$ cat config.mk
export PLATFORM = sky130hd
export DESIGN_NAME = frame_writer
export DESIGN_NICKNAME = d
export VERILOG_FILES = /design/src/hdl/fram_pkg.sv /design/src/hdl/frame_writer.sv
export SDC_FILE = /design/constraint.sdc
export NUM_CORES = 1
export LEC_CHECK = 0
export BUFFER_PORTS_ARGS = -buffer_cell sky130_fd_sc_hd__buf_4
export CAP_MARGIN = 20
export CORE_MARGIN = 4
export CORE_UTILIZATION = 44
export CTS_CLUSTER_DIAMETER = 30
export DETAILED_ROUTE_END_ITERATION = 10
export GPL_TIMING_DRIVEN = 0
export PLACE_DENSITY = 0.86
export SLEW_MARGIN = 40
export SYNTH_ARGS = -nofsm -noshare
export SYNTH_HDL_FRONTEND = slang
export SYNTH_SLANG_ARGS = --single-unit
$ cat constraint.sdc
create_clock -name i_clk -period 2.7 [get_ports i_clk]
set_input_delay 0.27 -clock i_clk [delete_from_list [all_inputs] [get_ports i_clk]]
set_output_delay 0.27 -clock i_clk [all_outputs]
set_load 0.1 [all_outputs]
$ cat src/hdl/fram_pkg.sv
package fram_pkg;

    localparam int DATA_W     = 32;
    localparam int KEEP_W     = DATA_W / 8;
    localparam int RAM_DEPTH  = 256;
    localparam int ADDR_W     = 8;
    localparam int DESC_DEPTH = 8;
    localparam int DESC_AW    = 3;           // log2 of DESC_DEPTH
    localparam int LEN_W      = ADDR_W + 1;

    typedef logic [DATA_W-1:0]  data_t;
    typedef logic [KEEP_W-1:0]  keep_t;
    typedef logic [ADDR_W-1:0]  addr_t;
    typedef logic [LEN_W-1:0]   len_t;
    typedef logic [DESC_AW-1:0] desc_ptr_t;
    typedef logic [DESC_AW:0]   desc_cnt_t;  // one extra bit to tell full from empty

    // one stored RAM word
    typedef struct packed {
        data_t data;
        keep_t keep;
    } beat_t;

    typedef struct packed {
        data_t data;
        keep_t keep;
        logic  last;
        logic  good;   // only looked at with last
    } in_beat_t;

    typedef struct packed {
        data_t data;
        keep_t keep;
        logic  last;
        len_t  user;   // frame length in beats
    } out_beat_t;

    typedef struct packed {
        addr_t start;
        len_t  len;
    } desc_t;

    typedef enum logic {
        IDLE,
        READ
    } rd_state_t;

endpackage
$ cat src/hdl/frame_writer.sv
`timescale 1ns/1ps

module frame_writer (
    input  logic               i_clk,
    input  logic               i_rst,
    // input stream
    input  fram_pkg::in_beat_t i_in,
    input  logic               i_in_valid,
    output logic               o_in_ready,
    // space information
    input  logic               i_fifo_full,
    input  fram_pkg::addr_t    i_rd_ptr,
    // RAM write port
    output logic               o_we,
    output fram_pkg::addr_t    o_waddr,
    output fram_pkg::beat_t    o_wdata,
    // descriptor push
    output logic               o_push,
    output fram_pkg::desc_t    o_desc
);

    logic            ready_en;  // low in reset, high from the first edge after
    fram_pkg::addr_t wr_ptr;
    fram_pkg::addr_t wr_next;
    fram_pkg::addr_t start;     // first address of the frame being written
    fram_pkg::len_t  beat_cnt;  // beats accepted so far in this frame
    logic            accept;

    assign wr_next = wr_ptr + 1'b1;

    // one slot kept free so a full RAM never looks empty to the reader
    assign o_in_ready = ready_en && !i_fifo_full && (wr_next != i_rd_ptr);
    assign accept     = i_in_valid && o_in_ready;

    assign o_we    = accept;
    assign o_waddr = wr_ptr;
    assign o_push  = accept && i_in.last && i_in.good;

    always_comb begin
        o_wdata.data = i_in.data;
        o_wdata.keep = i_in.keep;
        o_desc.start = start;
        o_desc.len   = beat_cnt + 1'b1;  // count includes the last beat
    end

    always_ff @(posedge i_clk or posedge i_rst) begin
        if (i_rst) begin
            ready_en <= 1'b0;
        end else begin
            ready_en <= 1'b1;
        end
    end

    always_ff @(posedge i_clk or posedge i_rst) begin
        if (i_rst) begin
            wr_ptr   <= '0;
            start    <= '0;
            beat_cnt <= '0;
        end else if (accept) begin
            if (!i_in.last) begin
                wr_ptr   <= wr_next;
                beat_cnt <= beat_cnt + 1'b1;
            end else if (i_in.good) begin
                // frame kept, next one starts right behind it
                wr_ptr   <= wr_next;
                start    <= wr_next;
                beat_cnt <= '0;
            end else begin
                wr_ptr   <= start;  // bad frame, throw its beats away
                beat_cnt <= '0;
            end
        end
    end

endmodule

==> results.sh <==
export IMPL_port_buffers=77
export IMPL_fin_hold_ws_ns=0.0363
export IMPL_m1WireLength_um=1890
export IMPL_post_drt_wl_per_cell_um=14.3
export IMPL_critical_path_cell_chain="ha_4 -> nand3_4 -> nand2_1 -> nor3b_1 -> o311a_4 -> a211oi_4 -> buf_6 -> buf_12"
export IMPL_num_vias=1780
export IMPL_synth_most_common_cell="buf_4"
export IMPL_drc=0
export IMPL_synth_common_cells="buf_4 (38), dfrtp_1 (26), nand2_1 (24)"
export IMPL_wl_met3_um=478
export IMPL_setup_viol=0
export IMPL_netlist_area_leader_share_pct=33.8
export IMPL_crit_fanout=9
export IMPL_grt_pass1_wl_um=7630
export IMPL_synth_seq_area_share_pct=33.8
export IMPL_multi_input_area_um2=987
export IMPL_synth_area_leader_cell="dfrtp_1"
export IMPL_fin_crit_ns=2.58
export IMPL_max_freq_mhz=388
export IMPL_slew_headroom_pct=63.2
export IMPL_ys_async_sr_fraction_pct=100
export IMPL_hold_viol=0
export IMPL_fin_util_pct=66.8
export IMPL_drv_slew=0
export IMPL_ios=114
export IMPL_end_kind="output pin"
export IMPL_area_growth_pct=42.7
export IMPL_htreeDepth=1
export IMPL_worst_r2r_setup_slack_ns=0.37
export IMPL_cts_sinks=26
export IMPL_core_mm2=0.00412
export IMPL_cts_tree="done"
export IMPL_cts_buffers=3
export IMPL_clkLatencyLatePin_ns=0.28
export IMPL_grt_usage_pct=17.8
export IMPL_cp_start_kind="flop"
export IMPL_dr_wl_met2_um=2600
export IMPL_finClkSkew_ns=0.00207
export IMPL_syn_area_mm2=0.00193
export IMPL_root_buffer="clkbuf_8"
export IMPL_rows=23
export IMPL_irDropWorstVdd_mv=0.998
export IMPL_synthTopCellsByArea="dfrtp_1 (34%), buf_4 (15%), xnor2_1 (5.9%), nand2_1 (4.7%), a21oi_1 (4.2%)"
export IMPL_worst_slew_pin_transition_ns=0.551
export IMPL_hold_class="primary input to async pin"
export IMPL_synthCells=219
export IMPL_antenna_cells=0
export IMPL_synthFlopType="dfrtp_1"
export IMPL_dr_pass1_iters=4
export IMPL_synth_edff_count=0
export IMPL_gr_total_overflow=0
export IMPL_cp_required_ns=2.43
export IMPL_rr_worst_depth=9
export IMPL_syn_nets=271
export IMPL_critical_path_class="flop to output pin"
export IMPL_leakage_nw=1.33
export IMPL_vias_per_cell=5.04
export IMPL_period_share_pct=95.4
export IMPL_synth_cell_types=42
export IMPL_die_area_mm2=0.00550
export IMPL_die_w_um=74.2
export IMPL_clockBufferDepth=2
export IMPL_drive_gt1_share_pct=51.2
export IMPL_setup_ws_ns=0.124
export IMPL_critPathMaxStageDelay_ns=0.46
export IMPL_p_total_w=0.00285
export IMPL_antenna_found_initial=0
export IMPL_reg2reg_from="o_waddr[1]"
export IMPL_fillCellCount=333
export IMPL_die_height_um=74.2
export IMPL_grt_pass1_vias=1693
export IMPL_holdBufCountCts=0
export IMPL_maxUsedRoutingLayer="met4"
export IMPL_status="complete, no violations"
export IMPL_dp_hpwl_um=3880
export IMPL_ys_seq_elements=26
export IMPL_r2r_end="beat_cnt[5]"
export IMPL_clk_pin_slew_ns=0.09
export IMPL_routed_wirelength_um=5040
export IMPL_initial_core_util_pct=46.8
export IMPL_regArea_um2=658
export IMPL_drt_iter0_markers=87
export IMPL_syn_avg_cell_area_um2=8.80
export IMPL_cp_slowest_cell="dfrtp_2"
export IMPL_power_density_mw_per_mm2=1040
export IMPL_pre_cts_slack_ns=-0.00331
export IMPL_layout_nets=356
export IMPL_yosysWarnings=0
export IMPL_gp_congestion=0.787
export IMPL_rsz0062_at_grt="false"
export IMPL_grt_max_degree=27
export IMPL_arrival_ns=2.31
export IMPL_ant_nets=0
export IMPL_drv_cap=0
==> through the flow <==
stage | area [um2] | instances | TNS, ns
after detailed placement | 2600 | 346 | -0.00331
after CTS | 2730 | 353 | 0
after global placement | 2600 | 346 | 0
final | 2750 | 353 | 0
after floorplan | 1960 | 219 | 0
after global routing | 2750 | 353 | 0
==> logic make-up (layout without fill, tap and decap cells) <==
kind of cell / count (synthesis) / after routing / share of synthesized area (%)
AND/OR/NAND/NOR: 73 / 73 / 19.5
buffers and inverters: 48 / 132 / 17.9
AO/OA/AOI/OAI: 44 / 44 / 15.6
multiplexers: 4 / 4 / 2.21
flip-flops: 26 / 26 / 33.8
adder cells (fa/ha/maj): 2 / 2 / 1.30
other: 1 / 1 / 0.195
XOR/XNOR: 21 / 21 / 9.55
==> worst max path at each step <==
stage,startpoint,end,slack [ns],cells after the start
6_report,o_waddr[1],o_push,0.12,8
5_1_grt,o_waddr[1],o_push,0.008,8
4_1_cts,o_waddr[1],o_push,0.02,8
3_5_place_dp,o_waddr[0],o_push,-0.003,8
3_3_place_gp,o_waddr[0],o_we,0.003,9
2_1_floorplan,o_waddr[0],start[4],0.004,9
==> flip-flops by register name (all words and copies together) (netlist names) <==
name and cells:
start 8, o_waddr 8, ready_en 1, beat_cnt 9
==> what timing repair did <==
action | 4_1_cts | 5_1_grt
pin swaps | 1 | 1
gates resized for setup | 6 | 5
setup endpoints to repair | 2 | 2
buffers inserted | 3 | 2
==> area by class of cell <==
class,count,area share [%]
timing repair buffer,82,23.3
tap,50,2.28
inverter,3,0.592
buffer,43,11.4
sequential,26,23.9
clock inverter,1,1.09
clock buffer,3,1.50
multi-input combinational,145,35.9
==> worst max-delay path, delay by kind of cell (launching register included) <==
family                     cells  cell delay, ns
DFF                            1            0.46
adders and majority gates      1            0.20
and+or+nand+nor                3            0.38
AOI/OAI and AO/OA              2            0.62
buffers and inverters          2            0.36
==> layout by cell type, fill, tap and decap left out, types with 8 or more instances in the layout <==
cell type and count:
o21ai_0 14, dfrtp_1 20, nor2_1 12, nand3_1 10, xnor2_1 10, xor2_1 8, buf_4 118, nand2_1 24
a21oi_1 14, nand2b_1 8
==> power by group <==
part / switching (W) / internal (W)
sequential: 0.000143 / 0.000501
clock: 0.000127 / 0.000199
combinational: 0.00141 / 0.000469
==> routing by layer <==
layer | vias up | global-route usage (%)
li1 | 868 | -
met1 | 835 | 20.5
met2 | 72 | 32.5
met3 | 5 | 3.38
met4 | 0 | 6.64
met5 | - | 0
Power figures use the tool's default switching activity.
