<file path="src/hdl/fram_pkg.sv">
package fram_pkg;

    localparam int DATA_W     = 32;
    localparam int KEEP_W     = DATA_W / 8;
    localparam int RAM_DEPTH  = 256;
    localparam int ADDR_W     = 8;
    localparam int DESC_DEPTH = 8;
    localparam int DESC_AW    = 3;           // log2 of DESC_DEPTH
    localparam int LEN_W      = ADDR_W + 1;

    typedef logic [DATA_W-1:0]  data_t;
    typedef logic [KEEP_W-1:0]  keep_t;
    typedef logic [ADDR_W-1:0]  addr_t;
    typedef logic [LEN_W-1:0]   len_t;
    typedef logic [DESC_AW-1:0] desc_ptr_t;
    typedef logic [DESC_AW:0]   desc_cnt_t;  // one extra bit to tell full from empty

    // one stored RAM word
    typedef struct packed {
        data_t data;
        keep_t keep;
    } beat_t;

    typedef struct packed {
        data_t data;
        keep_t keep;
        logic  last;
        logic  good;   // only looked at with last
    } in_beat_t;

    typedef struct packed {
        data_t data;
        keep_t keep;
        logic  last;
        len_t  user;   // frame length in beats
    } out_beat_t;

    typedef struct packed {
        addr_t start;
        len_t  len;
    } desc_t;

    typedef enum logic {
        IDLE,
        READ
    } rd_state_t;

endpackage
</file>
<file path="src/hdl/desc_fifo.sv">
`timescale 1ns/1ps

module desc_fifo (
    input  logic            i_clk,
    input  logic            i_rst,
    // push side
    input  logic            i_push,
    input  fram_pkg::desc_t i_desc,
    output logic            o_full,
    // pop side, first word fall-through
    input  logic            i_pop,
    output fram_pkg::desc_t o_head,
    output logic            o_empty
);

    fram_pkg::desc_t     mem [fram_pkg::DESC_DEPTH];
    fram_pkg::desc_ptr_t wr_ptr;
    fram_pkg::desc_ptr_t rd_ptr;
    fram_pkg::desc_cnt_t count;
    logic                do_push;
    logic                do_pop;

    assign o_full  = (count == fram_pkg::desc_cnt_t'(fram_pkg::DESC_DEPTH));
    assign o_empty = (count == '0);
    assign o_head  = mem[rd_ptr];  // head straight from the read pointer

    assign do_push = i_push && !o_full;
    assign do_pop  = i_pop && !o_empty;

    always_ff @(posedge i_clk) begin
        if (do_push) begin
            mem[wr_ptr] <= i_desc;
        end
    end

    always_ff @(posedge i_clk or posedge i_rst) begin
        if (i_rst) begin
            wr_ptr <= '0;
            rd_ptr <= '0;
            count  <= '0;
        end else begin
            if (do_push) begin
                wr_ptr <= wr_ptr + 1'b1;  // wraps at depth
            end
            if (do_pop) begin
                rd_ptr <= rd_ptr + 1'b1;
            end
            case ({do_push, do_pop})
                2'b10:   count <= count + 1'b1;
                2'b01:   count <= count - 1'b1;
                default: count <= count;
            endcase
        end
    end

endmodule

</file>
<file path="config.mk">
export PLATFORM = sky130hd
export DESIGN_NAME = desc_fifo
export DESIGN_NICKNAME = d
export VERILOG_FILES = /design/src/hdl/fram_pkg.sv /design/src/hdl/desc_fifo.sv
export SDC_FILE = /design/constraint.sdc
export NUM_CORES = 1
export LEC_CHECK = 0
export ABC_CLOCK_PERIOD_IN_PS = 3180
export BUFFER_PORTS_ARGS = -buffer_cell sky130_fd_sc_hd__buf_4
export CELL_PAD_IN_SITES_DETAIL_PLACEMENT = 2
export CELL_PAD_IN_SITES_GLOBAL_PLACEMENT = 2
export CORE_AREA = 2 2 113 115
export CTS_BUF_LIST = sky130_fd_sc_hd__clkbuf_8
export DETAILED_ROUTE_END_ITERATION = 7
export DIE_AREA = 0 0 115 117
export HOLD_SLACK_MARGIN = 0.12
export PLACE_DENSITY = 0.83
export SLEW_MARGIN = 20
export SYNTH_ARGS = -nofsm -noshare
export SYNTH_HDL_FRONTEND = slang
export SYNTH_SLANG_ARGS = --single-unit
</file>
<file path="constraint.sdc">
create_clock -name i_clk -period 3.18 [get_ports i_clk]
set_clock_uncertainty 0.05 [all_clocks]
set_input_delay 0.636 -clock i_clk [delete_from_list [all_inputs] [get_ports i_clk]]
set_output_delay 0.636 -clock i_clk [all_outputs]
set_load 0.02 [all_outputs]
</file>
==> flow_summary_export.csv <==
group,metric,value,unit
global_route,use_met2,38.1,%
place,detailed_place_hpwl,8.91,mm
pwr,p_leak,2.36,nW
clocking,cts_buffers,17,
route,num_vias,2823,
outcome,status,"finished clean",
timing,fin_setup_tns,0,ns
timing,fin_crit_sh,97.6,%
clocking,cts.sinks,146,
clocking,htree_levels,4,
logic_synthesis,synth_cells,265,
timing,fmax,322,MHz
clocking,cts_tree,"yes",
final_layout,area_delta_synth_final,15.1,%
floorplanning,die_x,115,µm
floorplanning,core_area,12300,µm²
final_layout,final_cell_mix,"edfxtp_1, buf_4, mux4_1",
route,drc_errors,0,
logic_synthesis,ys_seq_area_share,74.0,%
logic_synthesis,avgSynthCellArea,22.1,µm²
timing,setup_viol,0,
pwr,combPwrFrac,36.0,%
min_path,worstHoldPathType,"in2reg",
timing,hold_viol,0,
clocking,cts_resized,0,
final_layout,fin_nets,356,
route,dr.pass1.iters,4,
pwr,swShare,32.6,%
logic_synthesis,netlist_top_cells_area,"edfxtp_1, mux4_1, dfrtp_1",
critical_path,cp_num_buf_inv,0,
logic_synthesis,yosysTopAreaCell,"edfxtp_1",
critical_path,path_depth,7,
pwr,internal_power,0.00414,W
logic_synthesis,syn-cell-area,5850,µm²
logic_synthesis,synth_warnings,0,
pwr,power_frac_seq,42.9,%
pwr,switching_power,0.00200,W
logic_synthesis,synthesis.nets,292,
critical_path,cp_max_fo,9,
global_route,gr-usage-met3,4.27,%
final_layout,fill_cells,1051,
critical_path,cp_cell_sequence,"or4b_4 > nand2_1 > ha_1 > ha_1 > or4b_2 > o311ai_0 > o211ai_1",
timing,finalCriticalPeriod,3.10,ns
final_layout,final_common_cell,"edfxtp_1",
pwr,clkPwrFrac,21.2,%
global_route,grt_use_met1,26.7,%
clocking,cts_root_buf,"clkbuf_8",
place,place_congestion,0.736,
logic_synthesis,netlist.area_leader.share,69.8,%
route,wl_per_cell,27.5,µm
timing,rsz0062_at_grt,"false",
global_route,grt_pass1_vias,3174,
floorplanning,die-height,117,µm
place,port_buffers,39,
critical_path,crit_slowest_cell,"or4b_2",
floorplanning,num_io_pins,40,
critical_path,regToRegEndpoint,"count[3]",
logic_synthesis,ys_ff_latch,146,
global_route,grt_max_degree,25,
critical_path,path_class,"reg2reg",
min_path,min_to,"mem[7][6]",
clocking,clock_latency,0.44,ns
global_route,track_usage,21.8,%
critical_path,required,3.44,ns
route,via_per_inst,5.76,
critical_path,crit_path_start_kind,"flop",
route,ant_nets,0,
global_route,antenna_found_initial,0,
critical_path,critPathTopFamily,"simple AND/OR/NAND/NOR gates",
timing,slew_headroom,34.4,%
pwr,peakVddDrop,0.427,mV
route,drt_iter0_markers,161,
critical_path,r2r_slack,0.08,ns
min_path,min_path_cells,1,
pwr,p_per_area,910,nW/µm²
run,drv_cap,0,
logic_synthesis,synth_cell_types,33,
global_route,grt_pass1_wl,19.9,mm
critical_path,cp-end-kind,"flop",
critical_path,arrival,3.37,ns
timing,tightest_slew,0.980,ns
timing,slew_viol_final,0,
critical_path,cpMostUsedCell,"ha_1",
critical_path,rr_worst_depth,7,
floorplanning,start_util,47.5,%
min_path,min_from,"i_desc[6]",
global_route,grt_overflow,0,
floorplanning,dieArea,13500,µm²
clocking,clockBufferDepth,2,
floorplanning,fp-row-count,41,
final_layout,drive_gt1_share,32.9,%
critical_path,cpPeakStageDelay,0.67,ns
critical_path,r2r_start,"count[0]",
final_layout,num_antenna_cells,0,
timing,hold_slack,0.376,ns
route,wirelength,13.5,mm
global_route,top_usage_layer,"met2",
pwr,total_power,0.00613,W
clocking,clk_pin_slew,0.08,ns
[routing by layer]
layer | vias to the layer above | wire [µm]
met5 | - | 0
met4 | 0 | 279
met3 | 22 | 421
met2 | 68 | 7370
met1 | 1500 | 5430
li1 | 1233 | -
[synth_stat cells]
library cell and count:
nand3_1 3, dfrtp_1 10, clkbuf_2 1, nand2b_1 2
ha_1 5, mux2i_1 1, buf_6 4, nor3_1 2
a2111o_1 1, nand4_1 1, o41ai_1 1, nand2_1 7
o21ai_0 1, mux4_1 24, nand3b_1 1, nor3b_1 2
nor2_1 7, o211ai_1 1, fa_1 1, edfxtp_1 136
or4b_4 1, xnor2_1 5, or4b_2 1, nor4_1 1
xor2_1 1, mux2_2 19, inv_1 7, buf_1 1
a21oi_1 2, o311ai_0 1, clkbuf_1 1, buf_2 4
mux4_2 10
[logic make-up (layout without fill, tap and decap cells)]
family,count (synthesis),count (layout),synth area share (%)
compound gates,7,7,0.876
xor+xnor,6,6,0.898
fa+ha+maj,6,6,1.41
buf+inv,18,93,1.77
flops,146,146,74.0
mux,54,54,18.4
simple gates,28,28,2.54
[registers in the layout, indices dropped and copies added (netlist names)]
signal / flops
mem: 136
count: 4
rd_ptr: 3
wr_ptr: 3
[power groups by stage]
stage / clock network, W / registers [W] / logic (W)
after floorplan: 0 / 0.00257 / 0.00150
after global placement: 0 / 0.00261 / 0.00212
after detailed placement: 0 / 0.00267 / 0.00223
after CTS: 0.00135 / 0.00264 / 0.00225
after global routing: 0.00141 / 0.00266 / 0.00237
final: 0.00130 / 0.00263 / 0.00221
[timing repair]
item / 4_1_cts / 5_1_grt
endpoints found under the hold margin: 6 / 0
endpoints found under the setup margin: 0 / 0
buffers inserted: 0 / 0
hold buffers: 1 / 0
[per-stage QoR]
stage | util [%] | setup WS (ns) | cells | area, µm²
floorplan | - | 0.419 | 265 | 5850
global placement | 51.9 | 0.321 | 459 | 6390
detailed placement | 51.9 | 0.171 | 459 | 6390
CTS | 54.7 | 0.102 | 490 | 6740
global route | 54.7 | 0.0000746 | 490 | 6740
finish | 54.7 | 0.0775 | 490 | 6740
[worst register-to-register path, stage by stage, from the launching register on]
cell	delay (ns)
dfrtp_1	0.47
or4b_4	0.61
nand2_1	0.19
ha_1	0.38
ha_1	0.36
or4b_2	0.67
o311ai_0	0.14
o211ai_1	0.12
[cell type report]
cell class / instances / area, µm² / area share [%]
clock buffers: 17 / 234 / 3.47
inverters: 7 / 26.3 / 0.390
clock inverters: 13 / 105 / 1.56
repair buffers: 56 / 423 / 6.28
multi-input cells: 101 / 1430 / 21.2
well taps: 150 / 188 / 2.78
flip-flops and latches: 146 / 4340 / 64.3
[worst max-delay path by stage]
stage,end,startpoint,slack [ns]
final,count[3],count[0],0.08
after global routing,count[3],count[0],0.00007
after CTS,count[3],count[0],0.10
after detailed placement,count[3],count[0],0.17
after global placement,count[3],count[0],0.32
after floorplan,count[3],count[0],0.42
Note: power is estimated with default switching activity, not from simulation.
