`src/hdl/fram_pkg.sv`:
```
package fram_pkg;

    localparam int DATA_W     = 32;
    localparam int KEEP_W     = DATA_W / 8;
    localparam int RAM_DEPTH  = 256;
    localparam int ADDR_W     = 8;
    localparam int DESC_DEPTH = 8;
    localparam int DESC_AW    = 3;           // log2 of DESC_DEPTH
    localparam int LEN_W      = ADDR_W + 1;

    typedef logic [DATA_W-1:0]  data_t;
    typedef logic [KEEP_W-1:0]  keep_t;
    typedef logic [ADDR_W-1:0]  addr_t;
    typedef logic [LEN_W-1:0]   len_t;
    typedef logic [DESC_AW-1:0] desc_ptr_t;
    typedef logic [DESC_AW:0]   desc_cnt_t;  // one extra bit to tell full from empty

    // one stored RAM word
    typedef struct packed {
        data_t data;
        keep_t keep;
    } beat_t;

    typedef struct packed {
        data_t data;
        keep_t keep;
        logic  last;
        logic  good;   // only looked at with last
    } in_beat_t;

    typedef struct packed {
        data_t data;
        keep_t keep;
        logic  last;
        len_t  user;   // frame length in beats
    } out_beat_t;

    typedef struct packed {
        addr_t start;
        len_t  len;
    } desc_t;

    typedef enum logic {
        IDLE,
        READ
    } rd_state_t;

endpackage
```
`src/hdl/frame_reader.sv`:
```
`timescale 1ns/1ps

module frame_reader (
    input  logic                i_clk,
    input  logic                i_rst,
    // descriptor FIFO
    input  logic                i_empty,
    input  fram_pkg::desc_t     i_head,
    output logic                o_pop,
    // RAM read port
    output logic                o_re,
    output fram_pkg::addr_t     o_raddr,
    output fram_pkg::addr_t     o_rd_ptr,
    input  fram_pkg::beat_t     i_rdata,
    // output stream
    output fram_pkg::out_beat_t o_out,
    output logic                o_out_valid,
    input  logic                i_out_ready
);

    fram_pkg::rd_state_t state;
    fram_pkg::addr_t     rd_ptr;     // next beat not yet issued
    fram_pkg::len_t      remain;     // beats of this frame still to issue
    fram_pkg::len_t      frame_len;

    // tag of the beat sitting in the RAM output register
    logic                fl_valid;
    logic                fl_last;
    fram_pkg::len_t      fl_len;
    fram_pkg::out_beat_t fl_beat;

    // two-entry output buffer
    fram_pkg::out_beat_t ob_mem [2];
    logic                ob_wr;
    logic                ob_rd;
    logic [1:0]          ob_cnt;

    logic                out_xfer;
    logic [2:0]          occ;
    logic                room;
    logic                issue;

    assign o_pop    = (state == fram_pkg::IDLE) && !i_empty;
    assign out_xfer = o_out_valid && i_out_ready;

    // beats in flight plus buffered, minus the one leaving now
    assign occ   = 3'(fl_valid) + 3'(ob_cnt) - 3'(out_xfer);
    assign room  = (occ < 3'd2);
    assign issue = (state == fram_pkg::READ) && room;

    assign o_re        = issue;
    assign o_raddr     = rd_ptr;
    assign o_rd_ptr    = rd_ptr;
    assign o_out_valid = (ob_cnt != 2'd0);
    assign o_out       = ob_mem[ob_rd];

    always_ff @(posedge i_clk or posedge i_rst) begin
        if (i_rst) begin
            state  <= fram_pkg::IDLE;
            rd_ptr <= '0;
            remain <= '0;
        end else if (o_pop) begin
            state  <= fram_pkg::READ;
            rd_ptr <= i_head.start;
            remain <= i_head.len;
        end else if (issue) begin
            rd_ptr <= rd_ptr + 1'b1;
            remain <= remain - 1'b1;
            if (remain == fram_pkg::len_t'(1)) begin
                state <= fram_pkg::IDLE;  // last beat issued
            end
        end
    end

    always_ff @(posedge i_clk) begin
        if (o_pop) begin
            frame_len <= i_head.len;
        end
        if (issue) begin
            fl_last <= (remain == fram_pkg::len_t'(1));
            fl_len  <= frame_len;
        end
    end

    always_ff @(posedge i_clk or posedge i_rst) begin
        if (i_rst) begin
            fl_valid <= 1'b0;
        end else begin
            fl_valid <= issue;  // RAM data valid one cycle after issue
        end
    end

    always_comb begin
        fl_beat.data = i_rdata.data;
        fl_beat.keep = i_rdata.keep;
        fl_beat.last = fl_last;
        fl_beat.user = fl_len;
    end

    always_ff @(posedge i_clk) begin
        if (fl_valid) begin
            ob_mem[ob_wr] <= fl_beat;
        end
    end

    always_ff @(posedge i_clk or posedge i_rst) begin
        if (i_rst) begin
            ob_wr  <= 1'b0;
            ob_rd  <= 1'b0;
            ob_cnt <= 2'd0;
        end else begin
            if (fl_valid) begin
                ob_wr <= ~ob_wr;
            end
            if (out_xfer) begin
                ob_rd <= ~ob_rd;
            end
            ob_cnt <= ob_cnt + 2'(fl_valid) - 2'(out_xfer);
        end
    end

endmodule

```
`config.mk`:
```
export PLATFORM = sky130hd
export DESIGN_NAME = frame_reader
export DESIGN_NICKNAME = d
export VERILOG_FILES = /design/src/hdl/fram_pkg.sv /design/src/hdl/frame_reader.sv
export SDC_FILE = /design/constraint.sdc
export NUM_CORES = 1
export LEC_CHECK = 0
export BUFFER_PORTS_ARGS = -buffer_cell sky130_fd_sc_hd__buf_2
export CORE_MARGIN = 2
export CORE_UTILIZATION = 45
export DETAILED_ROUTE_END_ITERATION = 10
export PLACE_DENSITY = 0.82
export SLEW_MARGIN = 20
export SYNTH_ARGS = -nofsm -noshare
export SYNTH_HDL_FRONTEND = slang
export SYNTH_SLANG_ARGS = --single-unit
```
`constraint.sdc`:
```
create_clock -name i_clk -period 2.78 [get_ports i_clk]
set_input_delay 0.139 -clock i_clk [delete_from_list [all_inputs] [get_ports i_clk]]
set_output_delay 0.139 -clock i_clk [all_outputs]
set_load 0.01 [all_outputs]
```
==> results.sh <==
export IMPL_status="finished clean"
export IMPL_muxShareOfSynthArea=0.102
export IMPL_whs_endpoint="state$_DFFE_PP0P_"
export IMPL_synth_cells=302
export IMPL_ys_warn_count=0
export IMPL_synth_compound_area_frac=0.0231
export IMPL_dp_slack_ps=-18.2
export IMPL_cts_tree="yes"
export IMPL_period_minus_slack_ps=2750
export IMPL_grt_pass1_vias=3282
export IMPL_worst_hold_slack_ps=37.3
export IMPL_ys_flop_type="edfxtp_1"
export IMPL_die_area_sq_mm=0.0124
export IMPL_dieHeight_um=111
export IMPL_setup_violations=0
export IMPL_via_per_inst=4.94
export IMPL_die_w_um=111
export IMPL_ios=122
export IMPL_setup_ws_ps=26.5
export IMPL_postSynthAreaPerCell_sq_um=17.2
export IMPL_clock_latency_ps=390
export IMPL_synth_area_sq_mm=0.00519
export IMPL_power_density_mw_per_mm2=1130
export IMPL_startpoint_type="flop"
export IMPL_ys_ff_latch=134
export IMPL_slew_violations=0
export IMPL_synth_edff_count=111
export IMPL_fin_crit_sh=0.990
export IMPL_hp_class="in -> reg"
export IMPL_min_path_cells=3
export IMPL_core_area_sq_mm=0.0113
export IMPL_place_detailed_hpwl_um=6040
export IMPL_r2r_slack_ps=30
export IMPL_cts_root_buf="clkbuf_16"
export IMPL_clkTransAtPathRegs_ps=60
export IMPL_start_util=0.459
export IMPL_relSlewSlack=0.419
export IMPL_p_leak_nw=2.80
export IMPL_nets=554
export IMPL_grt_usage=0.166
export IMPL_synth_top_family_by_area="multiplexers"
export IMPL_reg2reg_depth=12
export IMPL_drive_gt1_frac=0.450
export IMPL_wl_per_cell_um=15.6
export IMPL_worstPathArrival_ps=2610
export IMPL_worstPathRequired_ps=2640
export IMPL_wl_um=10100
export IMPL_maxCapViolations=0
export IMPL_tightest_slew_ps=871
export IMPL_max_freq_mhz=363
export IMPL_critPathCaptureType="primary output"
export IMPL_numPortBuffers=121
export IMPL_clock_sinks=134
export IMPL_std_cell_rows=39
export IMPL_synthToLayoutAreaGrowth_pct=38.9
export IMPL_hold_viol=0
export IMPL_via_count=3196
export IMPL_reg2reg_to="o_raddr[4]$_DFFE_PP0P_"
export IMPL_h_tree_depth=4
export IMPL_dp_cells=556
export IMPL_syn_nets=365
export IMPL_gp_congestion=0.811
export IMPL_worstHoldStart="i_empty"
export IMPL_worstReg2RegStart="ob_cnt[1]$_DFF_PP0_"
export IMPL_drc_errors=0
export IMPL_antenna_found_initial=0
export IMPL_synthXorXnorAreaFrac=0.0236
export IMPL_skew_ps=8.59
export IMPL_async_flop_share=0.172
export IMPL_grt_pass1_wl_um=16000
export IMPL_cp_max_fo=4
export IMPL_cts_buffer_depth=2
export IMPL_synth_distinct_cells=36
export IMPL_ys_seq_area_frac=0.753
export IMPL_synthAdderAreaFrac=0.0159
export IMPL_ir_drop_uv=936
export IMPL_grt_max_degree=47
export IMPL_ant_nets=0
export IMPL_startpoint="ob_cnt[1]$_DFF_PP0_"
export IMPL_fin_cells=647
export IMPL_first_pass_iters=4
export IMPL_synthSimpleGateAreaFrac=0.0552
export IMPL_drt_initial_drc_count=134
export IMPL_overflow=0
export IMPL_crit_type="reg -> out"
export IMPL_cts_buffers=17
export IMPL_n_antenna_cell=0
## final cells by class
| type | instances | area, sq um |
|---|---|---|
| clock buffers | 22 | 444 |
| clock inverters | 10 | 131 |
| fillers | 804 | 4110 |
| inverters | 9 | 36.3 |
| multi-input cells | 140 | 1220 |
| flip-flops and latches | 134 | 3910 |
| well taps | 143 | 179 |
| repair buffers | 189 | 1290 |
## Yosys cell counts, types with 3 or more instances
master,n,share of area
edfxtp_1,111,0.64
mux2_2,46,0.10
dfrtp_1,23,0.11
nand2_1,17,0.012
o21ai_1,13,0.013
xor2_1,11,0.019
buf_4,8,0.012
buf_2,7,0.0067
inv_1,7,0.0051
nand4_1,7,0.0084
ha_1,5,0.012
nor2_1,5,0.0036
clkbuf_1,4,0.0029
nand3_1,4,0.0039
and2_1,3,0.0036
nor2b_1,3,0.0036
xnor2_1,3,0.0051
## cells in the final DEF (no fill, tap or decap), drive strengths merged, types with 9 or more instances in the layout
cell,n
edfxtp,111
nand2,17
mux2,46
dlygate4sd3,53
inv,9
dfrtp,23
clkbuf,22
xor2,11
buf,136
o21ai,13
## per-stage QoR
step	util	TNS, ps	total power, mW	cell area, sq um
after detailed placement	0.527	-18.2	5.65	5970
after global routing	0.637	-172	8.59	7210
after global placement	0.527	0	5.55	5970
final	0.637	0	8.17	7210
after floorplan	-	0	4.69	5190
after CTS	0.628	-7.25	7.96	7110
## power breakdown
part           total [mW]  switching, mW  leakage [nW]  internal (mW)
registers            3.22          0.346          1.29           2.87
clock network        2.14          0.739         0.282           1.40
logic                2.80           1.42          1.23           1.38
## cell families (layout without fill, tap and decap cells)
| logic type | after synthesis | in the layout |
|---|---|---|
| buffers and inverters | 28 | 230 |
| flip-flops | 134 | 134 |
| multiplexers | 47 | 47 |
| AO/OA/AOI/OAI | 21 | 21 |
| adder cells (fa/ha/maj) | 6 | 6 |
| XOR/XNOR | 14 | 14 |
| AND/OR/NAND/NOR | 52 | 52 |
## critical path: stages, from the launching register on
cell and delay [ps]:
dfrtp_1 380, inv_1 90, nand2_1 80, and2_4 160, ha_4 260, inv_1 40, ha_2 170, fa_2 470
and2b_4 320, nand2_4 70, inv_4 70, buf_6 100
## worst max path at each step
stage,end,slack (ps),cells past startpoint
4_1_cts,o_re,-7,11
3_5_place_dp,remain[8]$_DFFE_PP0P_,-20,11
6_report,o_re,30,11
3_3_place_gp,remain[8]$_DFFE_PP0P_,70,11
5_1_grt,o_re,-50,11
2_1_floorplan,o_raddr[4]$_DFFE_PP0P_,40,12
## registers in the layout, summed over array words and instances, names as in the netlist
name,cells
remain,9
state,1
ob_rd,1
ob_cnt,2
fl_last,1
fl_valid,1
ob_mem,92
frame_len,9
ob_wr,1
fl_len,9
o_raddr,8
## routing by layer
layer | routed length, um | up-vias | global-route usage
met5 | 0 | - | 0
met2 | 5290 | 126 | 0.295
li1 | - | 1508 | -
met1 | 4080 | 1550 | 0.194
met4 | 133 | 0 | 0.0667
met3 | 572 | 12 | 0.0425
## repair_timing
item / in CTS / in global routing
hold endpoints to repair: 118 / 0
pin swaps: 1 / 7
resized for setup: 5 / 14
hold buffers: 53 / 0
endpoints found under the setup margin: 3 / 22
setup buffers: 2 / 4
No activity file was read; power rests on OpenSTA's default activity.
